===== src/rtl/qsim_defs.svh =====
`ifndef QSIM_DEFS_SVH
`define QSIM_DEFS_SVH

// ----------------------------------------
// sram geometry
// ----------------------------------------

// address width shared by all four srams
`define QSIM_ADDR_W 16

// ----------------------------------------
// fixed-point amplitude format
// ----------------------------------------

// one real or imaginary part, signed
`define QSIM_PART_W 16
// fraction bits, so 1.0 is 16384
`define QSIM_FRAC_BITS 14

// qubit count limits
`define QSIM_MAX_QUBITS 4
`define QSIM_QUBIT_W 3

`endif


===== src/rtl/qsim_pkg.sv =====
`include "qsim_defs.svh"

package qsim_pkg;

  // ----------------------------------------
  // data words
  // ----------------------------------------

  // one signed fixed-point part
  typedef logic signed [`QSIM_PART_W-1:0] part_t;

  // complex amplitude, re in upper half
  // also one sram data word
  typedef struct packed {
    part_t re;
    part_t im;
  } cplx_t;

  // ----------------------------------------
  // control fields
  // ----------------------------------------

  typedef logic [`QSIM_ADDR_W-1:0] addr_t;
  typedef logic [`QSIM_QUBIT_W-1:0] qubits_t;
  typedef logic [15:0] gate_cnt_t;

  // run controller states
  typedef enum logic [2:0] {
    IDLE,
    FETCH_HEADER,
    SETUP,
    RUN_GATE,
    NEXT_GATE
  } ctrl_state_t;

endpackage


===== src/rtl/qsim_addr_gen.sv =====
`timescale 1ns/10ps
`include "qsim_defs.svh"

module qsim_addr_gen import qsim_pkg::*; (
  input  logic    clk,
  input  logic    reset_n,
  input  logic    gen_start,
  input  qubits_t num_qubits,
  input  addr_t   gate_base,
  input  logic    src_is_scratch,
  input  logic    result_valid,
  output addr_t   state_read_address,
  output addr_t   gate_read_address,
  output logic    term_valid,
  output logic    term_first,
  output logic    term_last,
  output logic    input_write_enable,
  output addr_t   input_write_address,
  output logic    scratch_write_enable,
  output addr_t   scratch_write_address,
  output logic    output_write_enable,
  output addr_t   output_write_address,
  output logic    gen_done
);

  logic [2*`QSIM_MAX_QUBITS-1:0] sweep_cnt;
  logic  rd_busy;
  addr_t col_mask;
  addr_t last_idx;
  addr_t column;
  logic  sweep_end;
  addr_t row_cnt;
  addr_t wr_row;
  logic  wr_strobe;

  // 2^Q - 1 is both the column mask and the last row
  assign col_mask  = (addr_t'(1) << num_qubits) - addr_t'(1);
  assign last_idx  = (addr_t'(1) << {num_qubits, 1'b0}) - addr_t'(1);
  assign column    = addr_t'(sweep_cnt) & col_mask;
  assign sweep_end = (addr_t'(sweep_cnt) == last_idx);

  // ----------------------------------------
  // read sweep
  // ----------------------------------------

  // 4^Q indices, row-major, one per cycle
  always_ff @(posedge clk) begin
    if (!reset_n) begin
      rd_busy   <= 1'b0;
      sweep_cnt <= '0;
    end else if (gen_start) begin
      rd_busy   <= 1'b1;
      sweep_cnt <= '0;
    end else if (rd_busy) begin
      rd_busy   <= !sweep_end;
      sweep_cnt <= sweep_cnt + 1'b1;
    end
  end

  // input sram state starts at word 1, behind the header
  assign state_read_address = rd_busy ? column + addr_t'(!src_is_scratch) : '0;
  assign gate_read_address  = rd_busy ? gate_base + addr_t'(sweep_cnt) : '0;

  // tags line up with read data, one cycle behind
  always_ff @(posedge clk) begin
    if (!reset_n) begin
      term_valid <= 1'b0;
      term_first <= 1'b0;
      term_last  <= 1'b0;
    end else begin
      term_valid <= rd_busy;
      term_first <= rd_busy && (column == '0);
      term_last  <= rd_busy && (column == col_mask);
    end
  end

  // ----------------------------------------
  // write-back
  // ----------------------------------------

  // one row sum per result_valid, in row order
  always_ff @(posedge clk) begin
    if (!reset_n) begin
      wr_strobe <= 1'b0;
      gen_done  <= 1'b0;
      row_cnt   <= '0;
      wr_row    <= '0;
    end else begin
      wr_strobe <= result_valid;
      gen_done  <= wr_strobe && (wr_row == col_mask);
      if (gen_start) begin
        row_cnt <= '0;
      end else if (result_valid) begin
        row_cnt <= row_cnt + 1'b1;
        wr_row  <= row_cnt;
      end
    end
  end

  // ping-pong target, output sram always written
  assign input_write_enable    = wr_strobe && src_is_scratch;
  assign scratch_write_enable  = wr_strobe && !src_is_scratch;
  assign output_write_enable   = wr_strobe;
  assign input_write_address   = wr_strobe ? wr_row + addr_t'(1) : '0;
  assign scratch_write_address = wr_strobe ? wr_row : '0;
  assign output_write_address  = wr_strobe ? wr_row : '0;

endmodule


===== src/rtl/qsim_cmac.sv =====
`timescale 1ns/10ps
`include "qsim_defs.svh"

module qsim_cmac import qsim_pkg::*; (
  input  logic  clk,
  input  logic  reset_n,
  input  logic  src_is_scratch,
  input  cplx_t input_amp,
  input  cplx_t scratch_amp,
  input  cplx_t coef,
  input  logic  term_valid,
  input  logic  term_first,
  input  logic  term_last,
  output cplx_t result,
  output logic  result_valid
);

  cplx_t amp;
  logic signed [2*`QSIM_PART_W-1:0] p_rr_q;
  logic signed [2*`QSIM_PART_W-1:0] p_ii_q;
  logic signed [2*`QSIM_PART_W-1:0] p_ri_q;
  logic signed [2*`QSIM_PART_W-1:0] p_ir_q;
  logic signed [2*`QSIM_PART_W-1:0] diff_re;
  logic signed [2*`QSIM_PART_W-1:0] sum_im;
  logic  s1_valid, s1_first, s1_last;
  part_t term_re_q, term_im_q;
  logic  s2_valid, s2_first, s2_last;
  part_t acc_re, acc_im;
  part_t next_re, next_im;

  // current state lives on the ping-pong read side
  assign amp = src_is_scratch ? scratch_amp : input_amp;

  // ----------------------------------------
  // stage 1 partial products
  // ----------------------------------------

  always_ff @(posedge clk) begin
    p_rr_q <= coef.re * amp.re;
    p_ii_q <= coef.im * amp.im;
    p_ri_q <= coef.re * amp.im;
    p_ir_q <= coef.im * amp.re;
  end

  // ----------------------------------------
  // stage 2 combine and rescale
  // ----------------------------------------

  assign diff_re = p_rr_q - p_ii_q;
  assign sum_im  = p_ri_q + p_ir_q;

  // drop fraction bits, truncate to one part
  always_ff @(posedge clk) begin
    term_re_q <= part_t'(diff_re >>> `QSIM_FRAC_BITS);
    term_im_q <= part_t'(sum_im >>> `QSIM_FRAC_BITS);
  end

  // ----------------------------------------
  // stage 3 row accumulate
  // ----------------------------------------

  // first term restarts the row, 16-bit wraparound
  assign next_re = (s2_first ? part_t'(0) : acc_re) + term_re_q;
  assign next_im = (s2_first ? part_t'(0) : acc_im) + term_im_q;

  always_ff @(posedge clk) begin
    if (s2_valid) begin
      acc_re <= next_re;
      acc_im <= next_im;
    end
    // held until the next row closes
    if (s2_valid && s2_last) begin
      result.re <= next_re;
      result.im <= next_im;
    end
  end

  // tag pipeline follows the data
  always_ff @(posedge clk) begin
    if (!reset_n) begin
      {s1_valid, s1_first, s1_last} <= 3'b000;
      {s2_valid, s2_first, s2_last} <= 3'b000;
      result_valid <= 1'b0;
    end else begin
      {s1_valid, s1_first, s1_last} <= {term_valid, term_first, term_last};
      {s2_valid, s2_first, s2_last} <= {s1_valid, s1_first, s1_last};
      result_valid <= s2_valid && s2_last;
    end
  end

endmodule


===== src/rtl/qsim_ctrl.sv =====
`timescale 1ns/10ps

module qsim_ctrl import qsim_pkg::*; (
  input  logic    clk,
  input  logic    reset_n,
  input  logic    dut_valid,
  input  cplx_t   header,
  input  logic    gen_done,
  output logic    dut_ready,
  output logic    gen_start,
  output qubits_t num_qubits,
  output addr_t   gate_base,
  output logic    src_is_scratch
);

  ctrl_state_t state;
  ctrl_state_t state_next;
  gate_cnt_t   gates_left;
  addr_t       gate_size;
  logic        last_gate;

  // 4^Q coefficients per gate matrix
  assign gate_size = addr_t'(1) << {num_qubits, 1'b0};
  // counting down, one means final gate
  assign last_gate = (gates_left == gate_cnt_t'(1));

  // ----------------------------------------
  // state machine
  // ----------------------------------------

  always_ff @(posedge clk) begin
    if (!reset_n) begin
      state <= IDLE;
    end else begin
      state <= state_next;
    end
  end

  always_comb begin
    state_next = state;
    case (state)
      // header address 0 is on the read port here
      IDLE: if (dut_valid) state_next = FETCH_HEADER;
      // header word arrives this cycle
      FETCH_HEADER: state_next = SETUP;
      SETUP: state_next = RUN_GATE;
      RUN_GATE: begin
        if (gen_done) begin
          state_next = last_gate ? IDLE : NEXT_GATE;
        end
      end
      NEXT_GATE: state_next = RUN_GATE;
      default: state_next = IDLE;
    endcase
  end

  // busy from the edge after dut_valid until the final gen_done
  assign dut_ready = (state == IDLE);
  // one pulse per gate, both states last a single cycle
  assign gen_start = (state == SETUP) || (state == NEXT_GATE);

  // ----------------------------------------
  // run registers
  // ----------------------------------------

  always_ff @(posedge clk) begin
    if (!reset_n) begin
      num_qubits     <= '0;
      gates_left     <= '0;
      gate_base      <= '0;
      src_is_scratch <= 1'b0;
    end else begin
      case (state)
        FETCH_HEADER: begin
          // Q upper half, M lower half
          num_qubits     <= qubits_t'(header.re);
          gates_left     <= gate_cnt_t'(header.im);
          gate_base      <= '0;
          src_is_scratch <= 1'b0;
        end
        RUN_GATE: begin
          // gate boundary, step base and swap ping-pong side
          if (gen_done && !last_gate) begin
            gates_left     <= gates_left - 1'b1;
            gate_base      <= gate_base + gate_size;
            src_is_scratch <= ~src_is_scratch;
          end
        end
        default: ;
      endcase
    end
  end

endmodule


===== src/rtl/qsim_top.sv =====
`timescale 1ns/10ps

module qsim_top import qsim_pkg::*; (
  input  logic  clk,
  input  logic  reset_n,
  input  logic  dut_valid,
  output logic  dut_ready,
  // input state sram
  output logic  q_state_input_sram_write_enable,
  output addr_t q_state_input_sram_write_address,
  output cplx_t q_state_input_sram_write_data,
  output addr_t q_state_input_sram_read_address,
  input  cplx_t q_state_input_sram_read_data,
  // output state sram
  output logic  q_state_output_sram_write_enable,
  output addr_t q_state_output_sram_write_address,
  output cplx_t q_state_output_sram_write_data,
  output addr_t q_state_output_sram_read_address,
  input  cplx_t q_state_output_sram_read_data,
  // scratchpad sram
  output logic  scratchpad_sram_write_enable,
  output addr_t scratchpad_sram_write_address,
  output cplx_t scratchpad_sram_write_data,
  output addr_t scratchpad_sram_read_address,
  input  cplx_t scratchpad_sram_read_data,
  // gate sram, read only
  output addr_t q_gates_sram_read_address,
  input  cplx_t q_gates_sram_read_data
);

  logic    gen_start;
  logic    gen_done;
  logic    src_is_scratch;
  qubits_t num_qubits;
  addr_t   gate_base;
  addr_t   state_read_address;
  logic    term_valid, term_first, term_last;
  cplx_t   result;
  logic    result_valid;

  // both state srams read in lockstep, cmac picks one
  assign q_state_input_sram_read_address  = state_read_address;
  assign scratchpad_sram_read_address     = state_read_address;
  // output sram is write only here
  assign q_state_output_sram_read_address = '0;

  // one row sum feeds every write port
  assign q_state_input_sram_write_data  = result;
  assign q_state_output_sram_write_data = result;
  assign scratchpad_sram_write_data     = result;

  qsim_ctrl qsim_ctrl_i (
    .clk            (clk),
    .reset_n        (reset_n),
    .dut_valid      (dut_valid),
    .header         (q_state_input_sram_read_data),
    .gen_done       (gen_done),
    .dut_ready      (dut_ready),
    .gen_start      (gen_start),
    .num_qubits     (num_qubits),
    .gate_base      (gate_base),
    .src_is_scratch (src_is_scratch)
  );

  qsim_addr_gen qsim_addr_gen_i (
    .clk                   (clk),
    .reset_n               (reset_n),
    .gen_start             (gen_start),
    .num_qubits            (num_qubits),
    .gate_base             (gate_base),
    .src_is_scratch        (src_is_scratch),
    .result_valid          (result_valid),
    .state_read_address    (state_read_address),
    .gate_read_address     (q_gates_sram_read_address),
    .term_valid            (term_valid),
    .term_first            (term_first),
    .term_last             (term_last),
    .input_write_enable    (q_state_input_sram_write_enable),
    .input_write_address   (q_state_input_sram_write_address),
    .scratch_write_enable  (scratchpad_sram_write_enable),
    .scratch_write_address (scratchpad_sram_write_address),
    .output_write_enable   (q_state_output_sram_write_enable),
    .output_write_address  (q_state_output_sram_write_address),
    .gen_done              (gen_done)
  );

  qsim_cmac qsim_cmac_i (
    .clk            (clk),
    .reset_n        (reset_n),
    .src_is_scratch (src_is_scratch),
    .input_amp      (q_state_input_sram_read_data),
    .scratch_amp    (scratchpad_sram_read_data),
    .coef           (q_gates_sram_read_data),
    .term_valid     (term_valid),
    .term_first     (term_first),
    .term_last      (term_last),
    .result         (result),
    .result_valid   (result_valid)
  );

endmodule

===== config.mk =====
export PLATFORM = sky130hd
export DESIGN_NAME = qsim_top
export DESIGN_NICKNAME = d
export VERILOG_FILES = /design/src/rtl/qsim_pkg.sv /design/src/rtl/qsim_addr_gen.sv /design/src/rtl/qsim_cmac.sv /design/src/rtl/qsim_ctrl.sv /design/src/rtl/qsim_top.sv
export VERILOG_INCLUDE_DIRS = /design/src /design/src/rtl
export SDC_FILE = /design/constraint.sdc
export NUM_CORES = 2
export LEC_CHECK = 0
export CORE_MARGIN = 2
export CORE_UTILIZATION = 40
export CTS_BUF_LIST = sky130_fd_sc_hd__clkbuf_4 sky130_fd_sc_hd__clkbuf_8 sky130_fd_sc_hd__clkbuf_16
export CTS_CLUSTER_SIZE = 12
export DETAILED_ROUTE_END_ITERATION = 10
export DONT_BUFFER_PORTS = 1
export MAX_ROUTING_LAYER = met4
export PLACE_DENSITY = 0.55
export SLEW_MARGIN = 10
export SYNTH_ARGS = -nofsm -noshare
export SYNTH_HDL_FRONTEND = slang
export SYNTH_SLANG_ARGS = --single-unit

===== constraint.sdc =====
create_clock -name clk -period 8.9 [get_ports clk]
set_input_delay 0 -clock clk [delete_from_list [all_inputs] [get_ports clk]]
set_output_delay 0 -clock clk [all_outputs]
set_load 0.02 [all_outputs]

* Yosys cells after proc, flatten, opt, wreduce, memory -nomap -nowiden *
Index checks and enable logic that the tools add are counted.

storage, ports and cells
  bits in registers = 308
  bits of input ports = 131
  logic and storage cells = 103

operators by class
  add/subtract/negate cells = 13
  multiply operators = 4
  equal/unequal tests = 11
  shift operators = 2
  multiplexer cells = 19
  bitwise gates (word level) = 4
  reduce and logical (&&, ||, !) cells = 19

operators by type and width
  kind                     count
  $mux W16                 8
  $mul A16 B16 Y30         4
  $pmux W16 S2             2
  $add A16 B16 Y16         3
  $sub A16 B1 Y16 const B  3
  $add A16 B1 Y16 const B  2
  $eq A16 B16 Y1           2
  $mux W32                 1
  $add A30 B30 Y30         1
  $sub A30 B30 Y30         1
  $add A16 B1 Y16          1
  $add A16 B8 Y16          1
  $and A8 B16 Y16          1
  $eq A16 B1 Y1 const B    1
  $eq A8 B16 Y1            1
  $logic_not A16 Y1        1
  $shl A1 B3 Y16 const A   1
  $shl A1 B4 Y16 const A   1
  $pmux W3 S4              1
  $mux W3                  3
  $add A8 B1 Y8 const B    1
  $logic_and A1 B1 Y1      7
  $eq A3 B2 Y1 const B     2
  $reduce_and A2 Y1        3
  12 further kinds         20

* Depth between registers and ports, before layout *
  word-level depth = 6
  depth in mapped cells = 28
  gate-level depth less buffers = 25

* Hierarchy *
From an unflattened synthesis, not the netlist that was laid out.

second synthesis, totals
  cells, all modules = 5934
  area total of the unflattened synthesis = 54000.5 um^2

by module, submodules not included
  module         times used  cells an instance  area each (um^2)  seq. area each (um^2)
  qsim_cmac      1           5007               46962.5           5104.9
  qsim_addr_gen  1           526                3871.2            920.9
  qsim_ctrl      1           304                2442.3            780.7
  qsim_top       1           97                 724.4             0.0

* Worst setup path after synthesis *
Ideal clock, no wire load.

  kind = register to register
  start = register qsim_ctrl_i.src_is_scratch
  end = register qsim_cmac_i.p_ii_q[29]
  arrival = 7148 ps
  data required time = 8828 ps
  slack = 1679 ps
  cell stages (with the launch flop) = 27
  path through = dfxtp_1 clkbuf_1 clkbuf_1 mux2_2 clkbuf_1 nand2_1 inv_1 fa_1 inv_1 fa_1 inv_1 fa_1 inv_1 fa_1 fa_1 fa_1 inv_1 ha_1 a21o_1 a21oi_1 o21ai_1 a311oi_1 a211oi_1 o41ai_1 o2111ai_1 a21oi_1 xnor2_1

on the way
  word-level cells in the longest chain between the ends = 2

ends and longest elaborated chain
  what                    line             RTL
  from (decl)             qsim_ctrl.sv:13  output logic src_is_scratch
  from (signal assigned)  qsim_ctrl.sv:86  src_is_scratch <= ~src_is_scratch;
  $mux W32                qsim_cmac.sv:32  assign amp = src_is_scratch ? scratch_amp : input_amp;
  $mul A16 B16 Y30        qsim_cmac.sv:40  p_ii_q <= coef.im * amp.im;
  to (signal assigned)    qsim_cmac.sv:40
  to (decl)               qsim_cmac.sv:20  logic signed [2*`QSIM_PART_W-1:0] p_ii_q;

No other way between the ends.
A chain may end at the register's enable or synchronous reset.

* Final worst setup path *
  start = register qsim_ctrl_i.src_is_scratch
  end = register qsim_cmac_i.p_ir_q[28]

on the way
  word-level cells in the longest chain between the ends = 2

ends and longest elaborated chain
  what                  line             RTL
  $mux W32              qsim_cmac.sv:32
  $mul A16 B16 Y30      qsim_cmac.sv:42  p_ir_q <= coef.im * amp.re;
  to (signal assigned)  qsim_cmac.sv:42
  to (decl)             qsim_cmac.sv:22  logic signed [2*`QSIM_PART_W-1:0] p_ir_q;

No other way between the ends.

==> flow_summary.html <==
<table>
<tr><th>Metric</th><th>Value</th></tr>
<tr><th colspan="2">STA</th></tr>
<tr><td>Hold Vio Cnt, Final</td><td>0</td></tr>
<tr><td>Max_slew headroom</td><td>0.281</td></tr>
<tr><td>Unrepaired setup endpoints after global routing</td><td>false</td></tr>
<tr><td>Shortest period the worst path allows</td><td>7.84 ns</td></tr>
<tr><td>Pin slew with the least headroom to its limit</td><td>1.07 ns</td></tr>
<tr><td>Setup TNS</td><td>0 ns</td></tr>
<tr><td>Share of the clock period used by the worst path</td><td>0.881</td></tr>
<tr><td>Total count of max-transition violations in the final report</td><td>0</td></tr>
<tr><td>Max Clk Rate</td><td>0.128 GHz</td></tr>
<tr><td>Final worst clock skew</td><td>0.0152 ns</td></tr>
<tr><td>Post-route worst hold slack</td><td>0.0439 ns</td></tr>
<tr><td>Setup violation total in the final timing report</td><td>0</td></tr>
<tr><th colspan="2">Critical path</th></tr>
<tr><td>Category of the worst setup path launch point</td><td>flop</td></tr>
<tr><td>R2R Setup Slk</td><td>1.06 ns</td></tr>
<tr><td>Endpoint required time on the critical path</td><td>9.36 ns</td></tr>
<tr><td>Maximum fanout along the worst path</td><td>32</td></tr>
<tr><td>Setup CP Type</td><td>reg -&gt; reg</td></tr>
<tr><td>Critical path capture point type</td><td>flop</td></tr>
<tr><td>WP data arrival</td><td>8.31 ns</td></tr>
<tr><th colspan="2">Die</th></tr>
<tr><td>Full die area</td><td>0.136 sq mm</td></tr>
<tr><td>DIE WIDTH</td><td>368 microns</td></tr>
<tr><td>Die boundary height</td><td>368 microns</td></tr>
<tr><td>Initial Utilization</td><td>0.404</td></tr>
<tr><td>I/O pin count</td><td>343</td></tr>
<tr><td>Area of the core</td><td>0.132 sq mm</td></tr>
<tr><td>Rows</td><td>133</td></tr>
<tr><th colspan="2">CTS</th></tr>
<tr><td>Post-CTS Resized</td><td>0</td></tr>
<tr><td>Clock tree from TritonCTS</td><td>done</td></tr>
<tr><td>Postcts setup bufs</td><td>0</td></tr>
<tr><td>Clock Sinks</td><td>308</td></tr>
<tr><td>Later-pin clock latency in the skew report</td><td>0.59 ns</td></tr>
<tr><td>Clk buf depth</td><td>3</td></tr>
<tr><td>Hold buffers post-CTS</td><td>33</td></tr>
<tr><td>Clock root buffer</td><td>clkbuf_16</td></tr>
<tr><td>CTS buffer count</td><td>41</td></tr>
<tr><td>CTS H-Tree Depth</td><td>2</td></tr>
<tr><td>Clock transition at the registers of the reported paths</td><td>0.06 ns</td></tr>
<tr><th colspan="2">Global routing</th></tr>
<tr><td>Largest net degree at the start of global routing</td><td>49</td></tr>
<tr><td>All-layer global routing usage</td><td>0.218</td></tr>
<tr><td>Via count of the first global-routing pass</td><td>39,600</td></tr>
<tr><td>Global-route wire length before repair</td><td>226 mm</td></tr>
<tr><td>Congestion Overflow GR</td><td>0</td></tr>
<tr><td>Initial antenna violation count</td><td>6</td></tr>
<tr><th colspan="2">Final layout</th></tr>
<tr><td>Count of nets after finishing</td><td>7,164</td></tr>
<tr><td>Area delta synth-&gt;final</td><td>4.87%</td></tr>
<tr><td>Area of the multi-input gates</td><td>0.0402 sq mm</td></tr>
<tr><td>Area occupied by registers</td><td>0.00681 sq mm</td></tr>
<tr><td>Fraction of final layout cells sized beyond drive strength 1</td><td>0.0340</td></tr>
<tr><td>Fill cells</td><td>13,100</td></tr>
<tr><td>Final Core Density</td><td>0.423</td></tr>
<tr><th colspan="2">Synthesis</th></tr>
<tr><td>Flop and latch count out of synthesis</td><td>308</td></tr>
<tr><td>Sequential share of the synthesized area</td><td>0.128</td></tr>
<tr><td>Share of synthesized registers carrying an async set or reset</td><td>0</td></tr>
<tr><td>Cell area after technology mapping</td><td>0.0531 sq mm</td></tr>
<tr><td>Mapped Cells</td><td>5,821</td></tr>
<tr><td>Mean Syn Cell Area</td><td>9.13 sq um</td></tr>
<tr><td>YS warnings</td><td>0</td></tr>
<tr><td>Main flop type after synthesis</td><td>dfxtp_1</td></tr>
<tr><td>Number of enable flip-flop cells after synthesis</td><td>64</td></tr>
<tr><td>Count of different cell masters after synthesis</td><td>80</td></tr>
<tr><th colspan="2">Drt</th></tr>
<tr><td>Total detailed-routing wirelength</td><td>138 mm</td></tr>
<tr><td>Number of nets with antenna violations after detailed routing</td><td>0</td></tr>
<tr><td>Routed len/inst</td><td>18.6 microns</td></tr>
<tr><td>Detailed-routing iteration count for the pre-antenna-repair pass</td><td>6</td></tr>
<tr><td>Violation count after the first detailed-route iteration</td><td>2,138</td></tr>
<tr><td>Via-per-instance ratio</td><td>4.96</td></tr>
<tr><td>Via total after detailed routing</td><td>36,700</td></tr>
<tr><td>Remaining design rule violation count</td><td>0</td></tr>
<tr><th colspan="2">Status</th></tr>
<tr><td>Status</td><td>finished, final reports clean</td></tr>
<tr><th colspan="2">Worst hold path</th></tr>
<tr><td>Hold WC Path Type</td><td>in -&gt; reg</td></tr>
<tr><th colspan="2">Place</th></tr>
<tr><td>Buffers on Ports</td><td>0</td></tr>
<tr><td>Routability congestion estimate</td><td>0.885</td></tr>
<tr><td>Detailed Place HPWL</td><td>107 mm</td></tr>
<tr><th colspan="2">Run</th></tr>
<tr><td>Max cap viols</td><td>0</td></tr>
</table>
[final timing paths]
path                                    from                endpoint  cells after the start
setup reg to reg  qsim_ctrl_i.src_is_scratch  qsim_cmac_i.p_ir_q[28]                     22
hold reg to reg         qsim_cmac_i.s1_first    qsim_cmac_i.s2_first                      1
hold / removal    q_gates_sram_read_data[30]  qsim_cmac_i.p_ri_q[29]                      5
setup / recovery  qsim_ctrl_i.src_is_scratch  qsim_cmac_i.p_ir_q[28]                     22
[critical path: stages, from the launching register on]
cell and delay, ns:
dfxtp_2 0.50, buf_4 0.35, mux2_2 0.80, and2_1 0.24
fa_1 0.43, fa_1 0.51, ha_1 0.14, inv_1 0.04
fa_1 0.47, inv_1 0.06, fa_1 0.52, inv_1 0.05
fa_1 0.53, inv_1 0.06, ha_1 0.21, or3_4 0.40
o31ai_1 0.37, a21oi_1 0.23, o41ai_1 0.79, o31ai_1 0.30
a211o_1 0.32, a21o_1 0.18, xor2_1 0.13
[through the flow]
step                      setup slack, ns  cells  area, sq um
after floorplan                      1.68   5850        53200
after global placement               1.19   7287        54000
after detailed placement             1.19   7287        54000
after CTS                            1.17   7396        55700
after global routing                0.744   7396        55700
final                                1.06   7401        55700
[metal layers]
| layer | track usage | wire, microns |
|---|---|---|
| met1 | 0.292 | 61700 |
| met2 | 0.361 | 65800 |
| met3 | 0.0212 | 6820 |
| met4 | 0.0476 | 3300 |
| met5 | - | 0 |
[cells in the mapped netlist (114+ instances only)]
| cell | number | area (sq um) |
|---|---|---|
| ha_1 | 430 | 5380 |
| inv_1 | 1191 | 4470 |
| fa_1 | 995 | 19900 |
| nand2_1 | 604 | 2270 |
| nor2_1 | 225 | 845 |
| xnor2_1 | 206 | 1800 |
| and2_1 | 505 | 3160 |
| nor2b_1 | 114 | 713 |
| dfxtp_1 | 244 | 4880 |
| clkbuf_1 | 242 | 908 |
| buf_4 | 119 | 893 |
| a21oi_1 | 156 | 781 |
[sequential cells by signal, indices dropped and copies added (netlist names), 3 cells and up]
register                   flops
qsim_cmac_i.p_ir_q            30
qsim_addr_gen_i.row_cnt       16
qsim_cmac_i.term_im_q         16
qsim_addr_gen_i.wr_row        16
qsim_ctrl_i.gates_left        16
qsim_ctrl_i.state              3
qsim_cmac_i.p_ri_q            30
qsim_cmac_i.acc_re            16
qsim_addr_gen_i.sweep_cnt      8
qsim_cmac_i.p_ii_q            30
qsim_ctrl_i.gate_base         16
qsim_cmac_i.p_rr_q            30
qsim_cmac_i.result            32
qsim_cmac_i.acc_im            16
qsim_ctrl_i.num_qubits         3
qsim_cmac_i.term_re_q         16
[cell families after synthesis]
| family | after synthesis | synth area share |
|---|---|---|
| muxes | 48 | 0.00970 |
| AOI/OAI and AO/OA | 487 | 0.0602 |
| buffers and inverters | 1552 | 0.118 |
| other | 1 | 0.0000706 |
| DFF | 308 | 0.128 |
| and+or+nand+nor | 1718 | 0.161 |
| xor gates and xnor gates | 282 | 0.0465 |
| adders and majority gates | 1425 | 0.476 |
[cell type report]
type / instances / area share
multi-input cells: 3990 / 0.722
clock inverters: 25 / 0.00368
well taps: 1755 / 0.0394
inverters: 1191 / 0.0802
diodes: 5 / 0.000225
repair buffers: 76 / 0.0119
clock buffers: 51 / 0.0205
flip-flops and latches: 308 / 0.122
[layout by cell type, fill, tap and decap left out, types with 7 or more instances in the layout]
cell type	count
o31ai_1	9
and3_1	31
mux2i_1	16
inv_1	1191
dfxtp_1	242
a211oi_1	23
a31oi_1	10
clkinv_1	7
buf_4	42
ha_1	430
nor2b_1	114
or2_2	27
a21o_1	54
xor2_1	76
o21bai_1	19
o21ai_0	84
o21ai_1	8
xnor2_1	206
nand2_1	604
o21a_1	20
nor3_1	44
and2_1	504
dlygate4sd3_1	33
fa_1	995
clkbuf_16	42
nor2_1	225
nor4_1	14
a21oi_1	156
or3_1	16
clkinv_2	10
nand3_1	67
conb_1	30
a221oi_1	7
nand2b_1	31
mux2_2	28
nand4_1	20
a21boi_0	8
edfxtp_1	64
a211o_1	10
Power is left out: the tool's default activity adds up to more than one toggle a clock period on the data nets, which glitch-free logic cannot reach.
